## src/design/pr_pkg.sv

```systemverilog
// Shared widths, register map, persona codes and enums for the PR region.
// Imported by every module of the region and referenced by the bus interface.
package pr_pkg;

   // Bus widths
   localparam int ADDR_W      = 16;
   localparam int DATA_W      = 32;
   localparam int BE_W        = 4;

   // Resident personas and the select that picks one
   localparam int NUM_PERSONA = 2;
   localparam int SEL_W       = 1;

   localparam logic [SEL_W-1:0] PERSONA_ARITH = 1'b0;
   localparam logic [SEL_W-1:0] PERSONA_DSP   = 1'b1;

   // Values returned from the ID register of each persona
   localparam logic [DATA_W-1:0] ARITH_ID = 32'h4152_0001;
   localparam logic [DATA_W-1:0] DSP_ID   = 32'h4453_0002;

   // Register map, decoded by both personas
   localparam logic [ADDR_W-1:0] REG_A      = 16'd0;
   localparam logic [ADDR_W-1:0] REG_B      = 16'd1;
   localparam logic [ADDR_W-1:0] REG_OP     = 16'd2;
   localparam logic [ADDR_W-1:0] REG_RESULT = 16'd3;
   localparam logic [ADDR_W-1:0] REG_ID     = 16'd4;

   typedef enum logic [1:0] {
      OP_ADD,
      OP_SUB,
      OP_MUL,
      OP_AND
   } arith_op_e;

   typedef enum logic [1:0] {
      HS_FROZEN,
      HS_STARTING,
      HS_RUNNING,
      HS_STOPPING
   } hs_state_e;

endpackage

```

## src/design/avmm_if.sv

```systemverilog
// Avalon-MM register bus between the persona mux and one persona.
// The mux connects as host, the persona as agent.
`timescale 1ns/1ns

interface avmm_if;
   logic [pr_pkg::ADDR_W-1:0] address;
   logic [pr_pkg::DATA_W-1:0] writedata;
   logic [pr_pkg::BE_W-1:0]   byteenable;
   logic                      write;
   logic                      read;
   logic [pr_pkg::DATA_W-1:0] readdata;
   logic                      readdatavalid;
   logic                      waitrequest;

   modport host (
      output address, writedata, byteenable, write, read,
      input  readdata, readdatavalid, waitrequest
   );

   modport agent (
      input  address, writedata, byteenable, write, read,
      output readdata, readdatavalid, waitrequest
   );
endinterface

```

## src/design/arith_persona.sv

```systemverilog
// Basic arithmetic persona: two operands, an opcode and a result register.
// RESULT follows the operands with no extra delay seen by the next read.
`timescale 1ns/1ns

module arith_persona (
   input logic   pr_region_clk,
   input logic   rst_n,
   avmm_if.agent bus
);
   import pr_pkg::*;

   logic [DATA_W-1:0] reg_a;
   logic [DATA_W-1:0] reg_b;
   logic [DATA_W-1:0] reg_op;
   logic [DATA_W-1:0] a_nxt;
   logic [DATA_W-1:0] b_nxt;
   logic [DATA_W-1:0] op_nxt;
   logic [DATA_W-1:0] result;
   logic [DATA_W-1:0] rd_mux;

   function automatic logic [DATA_W-1:0] merge_bytes(
      input logic [DATA_W-1:0] old_word,
      input logic [DATA_W-1:0] new_word,
      input logic [BE_W-1:0]   be
   );
      logic [DATA_W-1:0] merged;
      merged = old_word;
      for (int i = 0; i < BE_W; i++) begin
         if (be[i]) begin
            merged[8*i +: 8] = new_word[8*i +: 8];
         end
      end
      return merged;
   endfunction

   function automatic logic [DATA_W-1:0] alu(
      input logic [DATA_W-1:0] a,
      input logic [DATA_W-1:0] b,
      input arith_op_e         op
   );
      logic [DATA_W-1:0] res;
      case (op)
         OP_ADD:  res = a + b;
         OP_SUB:  res = a - b;
         OP_MUL:  res = a * b;
         default: res = a & b;
      endcase
      return res;
   endfunction

   always_comb begin
      a_nxt  = reg_a;
      b_nxt  = reg_b;
      op_nxt = reg_op;
      if (bus.write) begin
         case (bus.address)
            REG_A:   a_nxt  = merge_bytes(reg_a, bus.writedata, bus.byteenable);
            REG_B:   b_nxt  = merge_bytes(reg_b, bus.writedata, bus.byteenable);
            REG_OP:  op_nxt = merge_bytes(reg_op, bus.writedata, bus.byteenable);
            default: ;
         endcase
      end
   end

   // Result built from next-state operands so it lands with the write
   always_ff @(posedge pr_region_clk) begin
      if (!rst_n) begin
         reg_a  <= '0;
         reg_b  <= '0;
         reg_op <= '0;
         result <= '0;
      end else begin
         reg_a  <= a_nxt;
         reg_b  <= b_nxt;
         reg_op <= op_nxt;
         result <= alu(a_nxt, b_nxt, arith_op_e'(op_nxt[1:0]));
      end
   end

   always_comb begin
      case (bus.address)
         REG_A:      rd_mux = reg_a;
         REG_B:      rd_mux = reg_b;
         REG_OP:     rd_mux = reg_op;
         REG_RESULT: rd_mux = result;
         REG_ID:     rd_mux = ARITH_ID;
         default:    rd_mux = '0;
      endcase
   end

   always_ff @(posedge pr_region_clk) begin
      if (!rst_n) begin
         bus.readdatavalid <= 1'b0;
      end else begin
         bus.readdatavalid <= bus.read;
      end
   end

   always_ff @(posedge pr_region_clk) begin
      if (bus.read) begin
         bus.readdata <= rd_mux;
      end
   end

   assign bus.waitrequest = 1'b0;

   // The mux forwards the host strobes unchanged
   a_rd_wr_exclusive: assert property (
      @(posedge pr_region_clk) disable iff (!rst_n)
      !(bus.read && bus.write)
   ) else $error("read and write high together at arith persona");

endmodule

```

## src/design/dsp_persona.sv

```systemverilog
// Multiply-accumulate persona.
// Each sample write adds coefficient times sample to a wrapping accumulator.
`timescale 1ns/1ns

module dsp_persona (
   input logic   pr_region_clk,
   input logic   rst_n,
   avmm_if.agent bus
);
   import pr_pkg::*;

   logic [DATA_W-1:0] coef;
   logic [DATA_W-1:0] acc;
   logic [DATA_W-1:0] product;
   logic [DATA_W-1:0] rd_mux;

   // Low word of the product only
   assign product = coef * bus.writedata;

   // Full-word writes, byte enables have no effect here
   always_ff @(posedge pr_region_clk) begin
      if (!rst_n) begin
         coef <= '0;
         acc  <= '0;
      end else if (bus.write) begin
         case (bus.address)
            REG_A: begin
               coef <= bus.writedata;
            end
            REG_B: begin
               acc <= acc + product;
            end
            REG_OP: begin
               acc <= '0;
            end
            default: ;
         endcase
      end
   end

   always_comb begin
      case (bus.address)
         REG_RESULT: rd_mux = acc;
         REG_ID:     rd_mux = DSP_ID;
         default:    rd_mux = '0;
      endcase
   end

   always_ff @(posedge pr_region_clk) begin
      if (!rst_n) begin
         bus.readdatavalid <= 1'b0;
      end else begin
         bus.readdatavalid <= bus.read;
      end
   end

   always_ff @(posedge pr_region_clk) begin
      if (bus.read) begin
         bus.readdata <= rd_mux;
      end
   end

   assign bus.waitrequest = 1'b0;

   a_rd_wr_exclusive: assert property (
      @(posedge pr_region_clk) disable iff (!rst_n)
      !(bus.read && bus.write)
   ) else $error("read and write high together at dsp persona");

endmodule

```

## src/design/persona_mux.sv

```systemverilog
// Steers the region register port to the selected persona.
// Stalls every transfer while frozen or reconfiguring and blanks responses
// while pr_activate is high.
`timescale 1ns/1ns

module persona_mux (
   input  logic                      pr_region_clk,
   input  logic                      rst_n,
   input  logic                      pr_activate,
   input  logic                      freeze,
   input  logic [pr_pkg::SEL_W-1:0]  sel,
   input  logic [pr_pkg::ADDR_W-1:0] address,
   input  logic [pr_pkg::DATA_W-1:0] writedata,
   input  logic [pr_pkg::BE_W-1:0]   byteenable,
   input  logic                      write,
   input  logic                      read,
   output logic [pr_pkg::DATA_W-1:0] readdata,
   output logic                      readdatavalid,
   output logic                      waitrequest,
   avmm_if.host                      arith_bus,
   avmm_if.host                      dsp_bus
);
   import pr_pkg::*;

   logic                   hold;
   logic [NUM_PERSONA-1:0] hit;
   logic [NUM_PERSONA-1:0] rsp_valid;
   logic [NUM_PERSONA-1:0] rsp_wait;
   logic [DATA_W-1:0]      rsp_data [NUM_PERSONA];

   assign hold = freeze | pr_activate;

   // One-hot persona enable that stays empty while held
   always_comb begin
      for (int i = 0; i < NUM_PERSONA; i++) begin
         hit[i] = !hold && (sel == SEL_W'(i));
      end
   end

   assign arith_bus.address    = address;
   assign arith_bus.writedata  = writedata;
   assign arith_bus.byteenable = byteenable;
   assign arith_bus.write      = write & hit[PERSONA_ARITH];
   assign arith_bus.read       = read & hit[PERSONA_ARITH];

   assign dsp_bus.address      = address;
   assign dsp_bus.writedata    = writedata;
   assign dsp_bus.byteenable   = byteenable;
   assign dsp_bus.write        = write & hit[PERSONA_DSP];
   assign dsp_bus.read         = read & hit[PERSONA_DSP];

   assign rsp_valid[PERSONA_ARITH] = arith_bus.readdatavalid;
   assign rsp_wait[PERSONA_ARITH]  = arith_bus.waitrequest;
   assign rsp_data[PERSONA_ARITH]  = arith_bus.readdata;
   assign rsp_valid[PERSONA_DSP]   = dsp_bus.readdatavalid;
   assign rsp_wait[PERSONA_DSP]    = dsp_bus.waitrequest;
   assign rsp_data[PERSONA_DSP]    = dsp_bus.readdata;

   // Responses forced to zero during activation
   assign waitrequest   = hold | rsp_wait[sel];
   assign readdatavalid = !pr_activate & rsp_valid[sel];
   assign readdata      = pr_activate ? '0 : rsp_data[sel];

   a_sel_stable: assert property (
      @(posedge pr_region_clk) disable iff (!rst_n)
      (!pr_activate && !$past(pr_activate)) |-> $stable(sel)
   ) else $error("persona_sel changed outside pr_activate");

   // Only a read accepted just before activation can still answer
   a_no_valid_in_activate: assert property (
      @(posedge pr_region_clk) disable iff (!rst_n)
      (pr_activate && $past(pr_activate)) |-> (rsp_valid == '0)
   ) else $error("persona response seen after a full cycle of pr_activate");

endmodule

```

## src/design/pr_handshake_ctrl.sv

```systemverilog
// Start/stop handshake for the PR region.
// Keeps the region frozen until a start completes and refreezes it on stop.
`timescale 1ns/1ns

module pr_handshake_ctrl (
   input  logic pr_region_clk,
   input  logic rst_n,
   input  logic start_req,
   input  logic stop_req,
   output logic start_ack,
   output logic stop_ack,
   output logic freeze
);
   import pr_pkg::*;

   hs_state_e state;

   always_ff @(posedge pr_region_clk) begin
      if (!rst_n) begin
         state     <= HS_FROZEN;
         start_ack <= 1'b0;
         stop_ack  <= 1'b0;
         freeze    <= 1'b1;
      end else begin
         case (state)
            HS_FROZEN: begin
               if (start_req) begin
                  state     <= HS_STARTING;
                  start_ack <= 1'b1;
                  freeze    <= 1'b0;
               end
            end
            HS_STARTING: begin
               // Ack held until the requester lets go
               if (!start_req) begin
                  state     <= HS_RUNNING;
                  start_ack <= 1'b0;
               end
            end
            HS_RUNNING: begin
               if (stop_req) begin
                  state  <= HS_STOPPING;
                  freeze <= 1'b1;
               end
            end
            HS_STOPPING: begin
               // Freeze goes up one cycle ahead of the ack
               if (!stop_ack) begin
                  stop_ack <= 1'b1;
               end else if (!stop_req) begin
                  stop_ack <= 1'b0;
                  state    <= HS_FROZEN;
               end
            end
            default: begin
               state <= HS_FROZEN;
            end
         endcase
      end
   end

   a_acks_exclusive: assert property (
      @(posedge pr_region_clk) disable iff (!rst_n)
      !(start_ack && stop_ack)
   ) else $error("start_ack and stop_ack high together");

endmodule

```

## src/design/pr_region_top.sv

```systemverilog
// Top level of the PR region with both personas resident.
// Plain Avalon-MM and handshake ports, persona picked by persona_sel.
`timescale 1ns/1ns

module pr_region_top (
   input  logic                      pr_region_clk,
   input  logic                      rst_n,
   input  logic                      pr_activate,
   input  logic [pr_pkg::SEL_W-1:0]  persona_sel,
   input  logic                      pr_handshake_start_req,
   input  logic                      pr_handshake_stop_req,
   input  logic [pr_pkg::ADDR_W-1:0] avmm_address,
   input  logic [pr_pkg::DATA_W-1:0] avmm_writedata,
   input  logic [pr_pkg::BE_W-1:0]   avmm_byteenable,
   input  logic                      avmm_write,
   input  logic                      avmm_read,
   output logic                      pr_handshake_start_ack,
   output logic                      pr_handshake_stop_ack,
   output logic                      freeze_pr_region_avmm,
   output logic [pr_pkg::DATA_W-1:0] avmm_readdata,
   output logic                      avmm_readdatavalid,
   output logic                      avmm_waitrequest
);

   avmm_if arith_if ();
   avmm_if dsp_if ();

   pr_handshake_ctrl u_pr_handshake_ctrl (
      .pr_region_clk (pr_region_clk),
      .rst_n         (rst_n),
      .start_req     (pr_handshake_start_req),
      .stop_req      (pr_handshake_stop_req),
      .start_ack     (pr_handshake_start_ack),
      .stop_ack      (pr_handshake_stop_ack),
      .freeze        (freeze_pr_region_avmm)
   );

   persona_mux u_persona_mux (
      .pr_region_clk (pr_region_clk),
      .rst_n         (rst_n),
      .pr_activate   (pr_activate),
      .freeze        (freeze_pr_region_avmm),
      .sel           (persona_sel),
      .address       (avmm_address),
      .writedata     (avmm_writedata),
      .byteenable    (avmm_byteenable),
      .write         (avmm_write),
      .read          (avmm_read),
      .readdata      (avmm_readdata),
      .readdatavalid (avmm_readdatavalid),
      .waitrequest   (avmm_waitrequest),
      .arith_bus     (arith_if),
      .dsp_bus       (dsp_if)
   );

   arith_persona u_arith_persona (
      .pr_region_clk (pr_region_clk),
      .rst_n         (rst_n),
      .bus           (arith_if)
   );

   dsp_persona u_dsp_persona (
      .pr_region_clk (pr_region_clk),
      .rst_n         (rst_n),
      .bus           (dsp_if)
   );

endmodule

```

## config.mk

```make
export PLATFORM = sky130hd
export DESIGN_NAME = pr_region_top
export DESIGN_NICKNAME = d
export VERILOG_FILES = /design/src/design/pr_pkg.sv /design/src/design/avmm_if.sv /design/src/design/arith_persona.sv /design/src/design/dsp_persona.sv /design/src/design/persona_mux.sv /design/src/design/pr_handshake_ctrl.sv /design/src/design/pr_region_top.sv
export SDC_FILE = /design/constraint.sdc
export NUM_CORES = 2
export LEC_CHECK = 0
export ABC_AREA = 1
export BUFFER_PORTS_ARGS = -buffer_cell sky130_fd_sc_hd__buf_4
export CAP_MARGIN = 30
export CORE_UTILIZATION = 30
export CTS_CLUSTER_SIZE = 16
export DETAILED_ROUTE_END_ITERATION = 8
export GPL_ROUTABILITY_DRIVEN = 0
export SLEW_MARGIN = 0
export SYNTH_ARGS = -nofsm -noshare
export SYNTH_HDL_FRONTEND = slang
export SYNTH_SLANG_ARGS = --single-unit
```

## constraint.sdc

```tcl
create_clock -name pr_region_clk -period 7.1 [get_ports pr_region_clk]
set_input_delay 0 -clock pr_region_clk [delete_from_list [all_inputs] [get_ports pr_region_clk]]
set_output_delay 0 -clock pr_region_clk [all_outputs]
set_load 0.02 [all_outputs]
```

## Word-level counts from Yosys, hierarchy flattened

Cells that the tools add are included.

- Register bits: 263
- Bits of input ports: 60
- Word-level logic and storage cells: 108

- Add/sub/neg operators: 3
- Multipliers: 2
- Order comparisons: 2
- Equality and inequality tests: 14
- Mux-type cells: 40
- Bitwise logic cells: 10
- Reductions and logical operators: 19

Operator list:

| cell | count |
|---|---|
| 2-to-1 mux 32 bit | 8 |
| case mux 32 bit (5 select lines) | 1 |
| case mux 32 bit (2 select lines) | 2 |
| case mux 32 bit (3 select lines) | 1 |
| adder 32 bit | 2 |
| multiplier 32 x 32 -> 32 bit | 2 |
| 2-to-1 mux 8 bit | 8 |
| AND 32 bit | 1 |
| == test 16 x 2 -> 1 bit (second input constant) | 2 |
| subtractor 32 bit | 1 |
| AND reduction 3 bit | 6 |
| == test 16 x 1 -> 1 bit (second input constant) | 1 |
| == test 16 x 3 -> 1 bit (second input constant) | 1 |
| zero test 16 bit | 1 |
| 2-to-1 mux 2 bit | 8 |
| 2-to-1 mux 1 bit | 9 |
| inequality test 2 bit (second input constant) | 4 |
| case mux 2 bit (4 select lines) | 1 |
| == test 2 bit (second input constant) | 3 |
| nonzero test 2 bit | 3 |
| AND 1 bit | 5 |
| AND reduction 5 bit | 1 |
| == test 2 x 1 -> 1 bit (second input constant) | 2 |
| zero test 2 bit | 2 |
| 10 further kinds | 15 |

## Depth between registers and ports, before layout

- Depth in word-level cells: 7
- Depth in mapped cells: 41
- Gate-level depth less buffers: 38

## By module

Synthesis repeated with hierarchy kept, for this count alone.

- Cell total of the unflattened synthesis: 6,537
- Area, all modules: 48,459.0 µm²

By module, submodules not included:

| module | times used | cells each | area an instance (µm²) |
|---|---|---|---|
| arith_persona | 1 | 3,336 | 25,091.6 |
| dsp_persona | 1 | 2,859 | 21,481.9 |
| persona_mux | 1 | 294 | 1,534.0 |
| pr_handshake_ctrl | 1 | 48 | 351.6 |

## Least setup slack after synthesis

Ideal clock, no wire load.

- Kind: register to register
- From: reg u_pr_handshake_ctrl.freeze
- To: reg u_arith_persona.result[29]
- Library setup time: 0.074 ns
- Arrival time: 7.444 ns
- Setup slack: -0.419 ns
- Stages on the path, launching flop included: 35
- Cell sequence: dfxtp_1 nor2_4 nand3_4 nor2_2 nand3_2 buf_4 nand2_1 o21ai_2 buf_4 inv_1 clkbuf_1 nor2_1 fa_1 inv_1 fa_1 fa_1 fa_1 inv_1 fa_1 inv_1 fa_1 inv_1 fa_1 fa_1 ha_1 a21oi_1 o21a_1 nand2_1 a21oi_1 o21ai_0 a21oi_1 nor2_1 nor2_1 nand2_1 a31oi_1

- Longest elaborated chain between the ends: 7

Ends and longest elaborated chain:

| element | line | text |
|---|---|---|
| start: declaration | pr_handshake_ctrl.sv:12 | `output logic freeze` |
| start signal: assignment | pr_handshake_ctrl.sv:23 | `freeze <= 1'b1;` |
| start signal: assignment | pr_handshake_ctrl.sv:30 | `freeze <= 1'b0;` |
| start signal: assignment | pr_handshake_ctrl.sv:43 | `freeze <= 1'b1;` |
| bitwise OR 1 bit * | persona_mux.sv:31 | `assign hold = freeze \| pr_activate;` |
| zero test 1 bit * | persona_mux.sv:36 | `hit[i] = !hold && (sel == SEL_W'(i));` |
| logical AND 1 bit * | persona_mux.sv:36 |  |
| AND 1 bit * | persona_mux.sv:43 | `assign arith_bus.write = write & hit[PERSONA_ARITH];` |
| 2-to-1 mux 32 bit * | arith_persona.sv:55 | `if (bus.write) begin` |
| named net u_arith_persona.a_nxt[14] | arith_persona.sv:15 | `logic [DATA_W-1:0] a_nxt;` |
| multiplier 32 x 32 -> 32 bit (tied with other cells) | arith_persona.sv:45 | `OP_MUL: res = a * b;` |
| case mux 32 bit (3 select lines) * | arith_persona.sv:42 | `case (op)` |
| end signal: assignment | arith_persona.sv:76 | `result <= alu(a_nxt, b_nxt, arith_op_e'(op_nxt[1:0]));` |
| end: declaration | arith_persona.sv:18 | `logic [DATA_W-1:0] result;` |

The timed path passes the listed nets; every way through them passes the cells marked *.
A chain may end at the register's enable or synchronous reset.

## Worst setup path after layout

- From: reg u_pr_handshake_ctrl.freeze
- To: reg u_arith_persona.result[30]

- Longest elaborated chain between the ends: 7

Ends and longest elaborated chain:

| element | line |
|---|---|
| bitwise OR 1 bit * | persona_mux.sv:31 |
| zero test 1 bit * | persona_mux.sv:36 |
| logical AND 1 bit * | persona_mux.sv:36 |
| AND 1 bit * | persona_mux.sv:43 |
| 2-to-1 mux 32 bit / 2-to-1 mux 2 bit (equally long branches) | arith_persona.sv:55 |
| multiplier 32 x 32 -> 32 bit (tied with other cells) | arith_persona.sv:45 |
| case mux 32 bit (3 select lines) * | arith_persona.sv:42 |

Mark *: on every way between the ends. The rest lies on a longest branch, timed or not.

==> results.json <==
{
  "cp-end-kind": "flop",
  "avgSynthCellArea_sq_um": 7.77,
  "maxSlewViolCount": 0,
  "slew_headroom": 0.326,
  "setup_tns_ns": -8.08,
  "post-dp-hpwl_mm": 146,
  "grt_pass1_vias": 43800,
  "worst_pin_slew_ns": 1.01,
  "design_area_sq_mm": 0.0572,
  "peakVddDrop_v": 0.000164,
  "cp_slowest_cell": "fa_2",
  "via_per_inst": 4.97,
  "p_leak_nw": 27.7,
  "ant_nets": 0,
  "drc": 0,
  "cp-start-kind": "flop",
  "antenna_found_initial": 4,
  "outcome": "finished with violations",
  "crit_type": "reg2reg",
  "num_io_pins": 97,
  "drt_wl_total_mm": 177,
  "ys_ff_latch": 263,
  "synthFlopType": "dfxtp_1",
  "fmax_mhz": 127,
  "place_area_sq_mm": 0.0537,
  "die_w_um": 394,
  "path_max_fanout": 11,
  "grt_max_degree": 79,
  "pwr-share-clk": 0.403,
  "hold_path_class": "in2reg",
  "cts_sinks": 263,
  "yosysWarnings": 0,
  "hold_viol": 0,
  "cap_violations": 0,
  "fin_nets": 7671,
  "total_power_mw": 4.81,
  "fin_skew_ns": 0.0427,
  "fill_cells": 15500,
  "grt_pass1_wl_mm": 268,
  "core_region_area_sq_mm": 0.152,
  "synth_edf_count": 64,
  "fin_crit_ns": 7.90,
  "die_y_um": 394,
  "worst-endpoint-arrival_ns": 8.37,
  "drt-wirelength-per-cell_um": 20.7,
  "drt_iter0_markers": 3791,
  "cts_made_buffers": 34,
  "antenna_cells": 0,
  "post-route-util": 0.375,
  "htree_levels": 2,
  "p_sw_mw": 1.65,
  "vias": 42400,
  "power.internal_mw": 3.16,
  "period_share": 1.11,
  "firstDrtPassIters": 8,
  "synthToLayoutAreaGrowth_pct": 23.9,
  "syn_area_sq_mm": 0.0462,
  "ys_seq_area_frac": 0.128,
  "clkLatencyLatePin_ns": 0.58,
  "power_frac_seq": 0.344,
  "grt_overflow_total": 0,
  "clk_pin_slew_ns": 0.06,
  "initial_core_util": 0.303,
  "swShare": 0.343,
  "comb_power_share": 0.253,
  "rsz0062_at_grt": "true",
  "setup_viol": 18,
  "worst_slack_ns": -0.801,
  "slowest_delay_ns": 0.66,
  "drive_above_1_share": 0.180,
  "grt_use_total": 0.225,
  "numPortBuffers": 96,
  "violations": "negative setup slack",
  "synth_cell_types": 63,
  "crit_required_ns": 7.57,
  "synthCells": 5950,
  "synthArstFlopShare": 0,
  "crit_top_cell": "fa_1",
  "clockRootBuffer": "clkbuf_16",
  "cts_buffer_depth": 3,
  "synth_nets": 7141,
  "num_rows": 143,
  "cellPowerDensity_mw_per_mm2": 84.0,
  "cts_tree": "done",
  "die-area_sq_mm": 0.156
}
-- routing by layer --
| metal | up-vias | part of all wire | track usage |
|---|---|---|---|
| met5 | - | 0.00023 | 0 |
| met4 | 6 | 0.067 | 0.118 |
| met3 | 491 | 0.094 | 0.0364 |
| met2 | 2058 | 0.45 | 0.361 |
| met1 | 21000 | 0.39 | 0.290 |
| li1 | 18900 | - | - |
-- metrics by stage --
| step | setup slack [ns] | hold slack [ns] | instances |
|---|---|---|---|
| final | -0.801 | 0.0353 | 8536 |
| after global routing | -1.01 | 0.0377 | 8536 |
| after CTS | -0.894 | 0.0244 | 8505 |
| after detailed placement | -1.48 | 0.367 | 8388 |
| after global placement | -1.48 | 0.359 | 8387 |
| after floorplan | -0.0767 | 0.156 | 5950 |
-- registers in the layout, summed over array words and instances (netlist names) --
signal	flops
u_arith_persona.bus.readdatavalid	1
u_dsp_persona.bus.readdata	32
u_pr_handshake_ctrl.freeze	1
u_arith_persona.reg_op	32
u_arith_persona.reg_a	32
u_pr_handshake_ctrl.state	2
u_arith_persona.bus.readdata	32
u_pr_handshake_ctrl.stop_ack	1
u_dsp_persona.acc	32
u_arith_persona.result	32
u_pr_handshake_ctrl.start_ack	1
u_arith_persona.reg_b	32
u_dsp_persona.coef	32
u_dsp_persona.bus.readdatavalid	1
-- kinds of logic after synthesis --
kind of cell / after synthesis / share of synthesized area
simple gates: 2325 / 0.204
buf+inv: 1562 / 0.129
fa+ha+maj: 1131 / 0.444
compound gates: 559 / 0.0739
flops: 263 / 0.128
xor+xnor: 109 / 0.0207
mux: 1 / 0.000217
-- synthesized netlist by cell type, types with 9 or more instances --
master / count / area share
nand2_1: 1361 / 0.11
inv_1: 1242 / 0.10
fa_1: 847 / 0.37
nor2_1: 650 / 0.053
ha_1: 284 / 0.077
clkbuf_1: 218 / 0.018
a21oi_1: 211 / 0.023
dfxtp_1: 199 / 0.086
nand3_1: 171 / 0.019
o21ai_0: 139 / 0.015
xor2_1: 71 / 0.013
edfxtp_1: 64 / 0.042
xnor2_1: 38 / 0.0072
a31oi_1: 36 / 0.0049
a211oi_1: 33 / 0.0054
buf_1: 32 / 0.0026
inv_2: 32 / 0.0026
o2111ai_1: 28 / 0.0053
nor3_1: 26 / 0.0028
o21ai_2: 24 / 0.0045
nand4_1: 23 / 0.0031
nand2_2: 18 / 0.0024
nand3b_1: 16 / 0.0026
or2_2: 16 / 0.0022
buf_2: 15 / 0.0016
o21ai_1: 15 / 0.0016
o21a_1: 13 / 0.0021
a21o_1: 10 / 0.0016
o21ai_4: 9 / 0.0032
-- worst max-delay path: cells and delay by family, from the launching register on --
family / cells / cell delay (ns)
flops: 1 / 0.35
fa+ha+maj: 9 / 4.48
simple gates: 13 / 1.60
buf+inv: 9 / 0.98
compound gates: 3 / 0.41
-- placed cells by master, fill, tap and decap left out, drive strengths merged, types with 29 or more instances in the layout --
cell,netlist,layout
nand2,1381,1381
inv,1277,1280
fa,847,847
buf,61,740
nor2,666,666
ha,284,284
a21oi,211,211
dfxtp,199,199
o21ai,187,187
nand3,182,183
xor2,71,71
edfxtp,64,64
clkbuf,218,44
xnor2,38,38
a31oi,36,36
a211oi,33,33
nor3,29,29
-- final cells by class --
cell class                 instances  area [sq um]  share of cell area
sequential                       263          5950               0.104
inverter                        1283          4860              0.0849
tap                             2030          2540              0.0444
timing repair buffer             772          6980               0.122
clock inverter                    23           313             0.00547
clock buffer                      39           922              0.0161
multi-input combinational       4126         35700               0.623
-- power by group through the flow --
| stage | clock (mW) | sequential, mW | combinational, mW |
|---|---|---|---|
| after global routing | 2.02 | 1.66 | 1.29 |
| after global placement | 0 | 1.68 | 1.08 |
| final | 1.94 | 1.65 | 1.22 |
| after floorplan | 0 | 1.67 | 0.628 |
| after CTS | 1.95 | 1.65 | 1.16 |
| after detailed placement | 0 | 1.68 | 1.09 |
-- worst paths after layout --
kind	start	endpoint	slack, ns	cells after the start
setup / recovery	u_pr_handshake_ctrl.freeze$_SDFFE_PN1P_	u_arith_persona.result[30]$_SDFF_PN0_	-0.80	34
setup reg to reg	u_pr_handshake_ctrl.freeze$_SDFFE_PN1P_	u_arith_persona.result[30]$_SDFF_PN0_	-0.80	34
hold reg to reg	u_arith_persona.reg_op[27]$_SDFFE_PN0P_	u_arith_persona.reg_op[27]$_SDFFE_PN0P_	0.46	2
hold / removal	avmm_writedata[20]	u_dsp_persona.coef[20]$_SDFFE_PN0P_	0.04	4
-- what timing repair did --
action | in CTS | in global routing
buffers inserted | 32 | 24
cloned | 0 | 6
pin swaps | 105 | 67
resized for setup | 195 | 144
hold endpoints to repair | 59 | 0
endpoints found under the setup margin | 22 | 30
hold buffers | 27 | 0
Power figures use the tool's default switching activity.
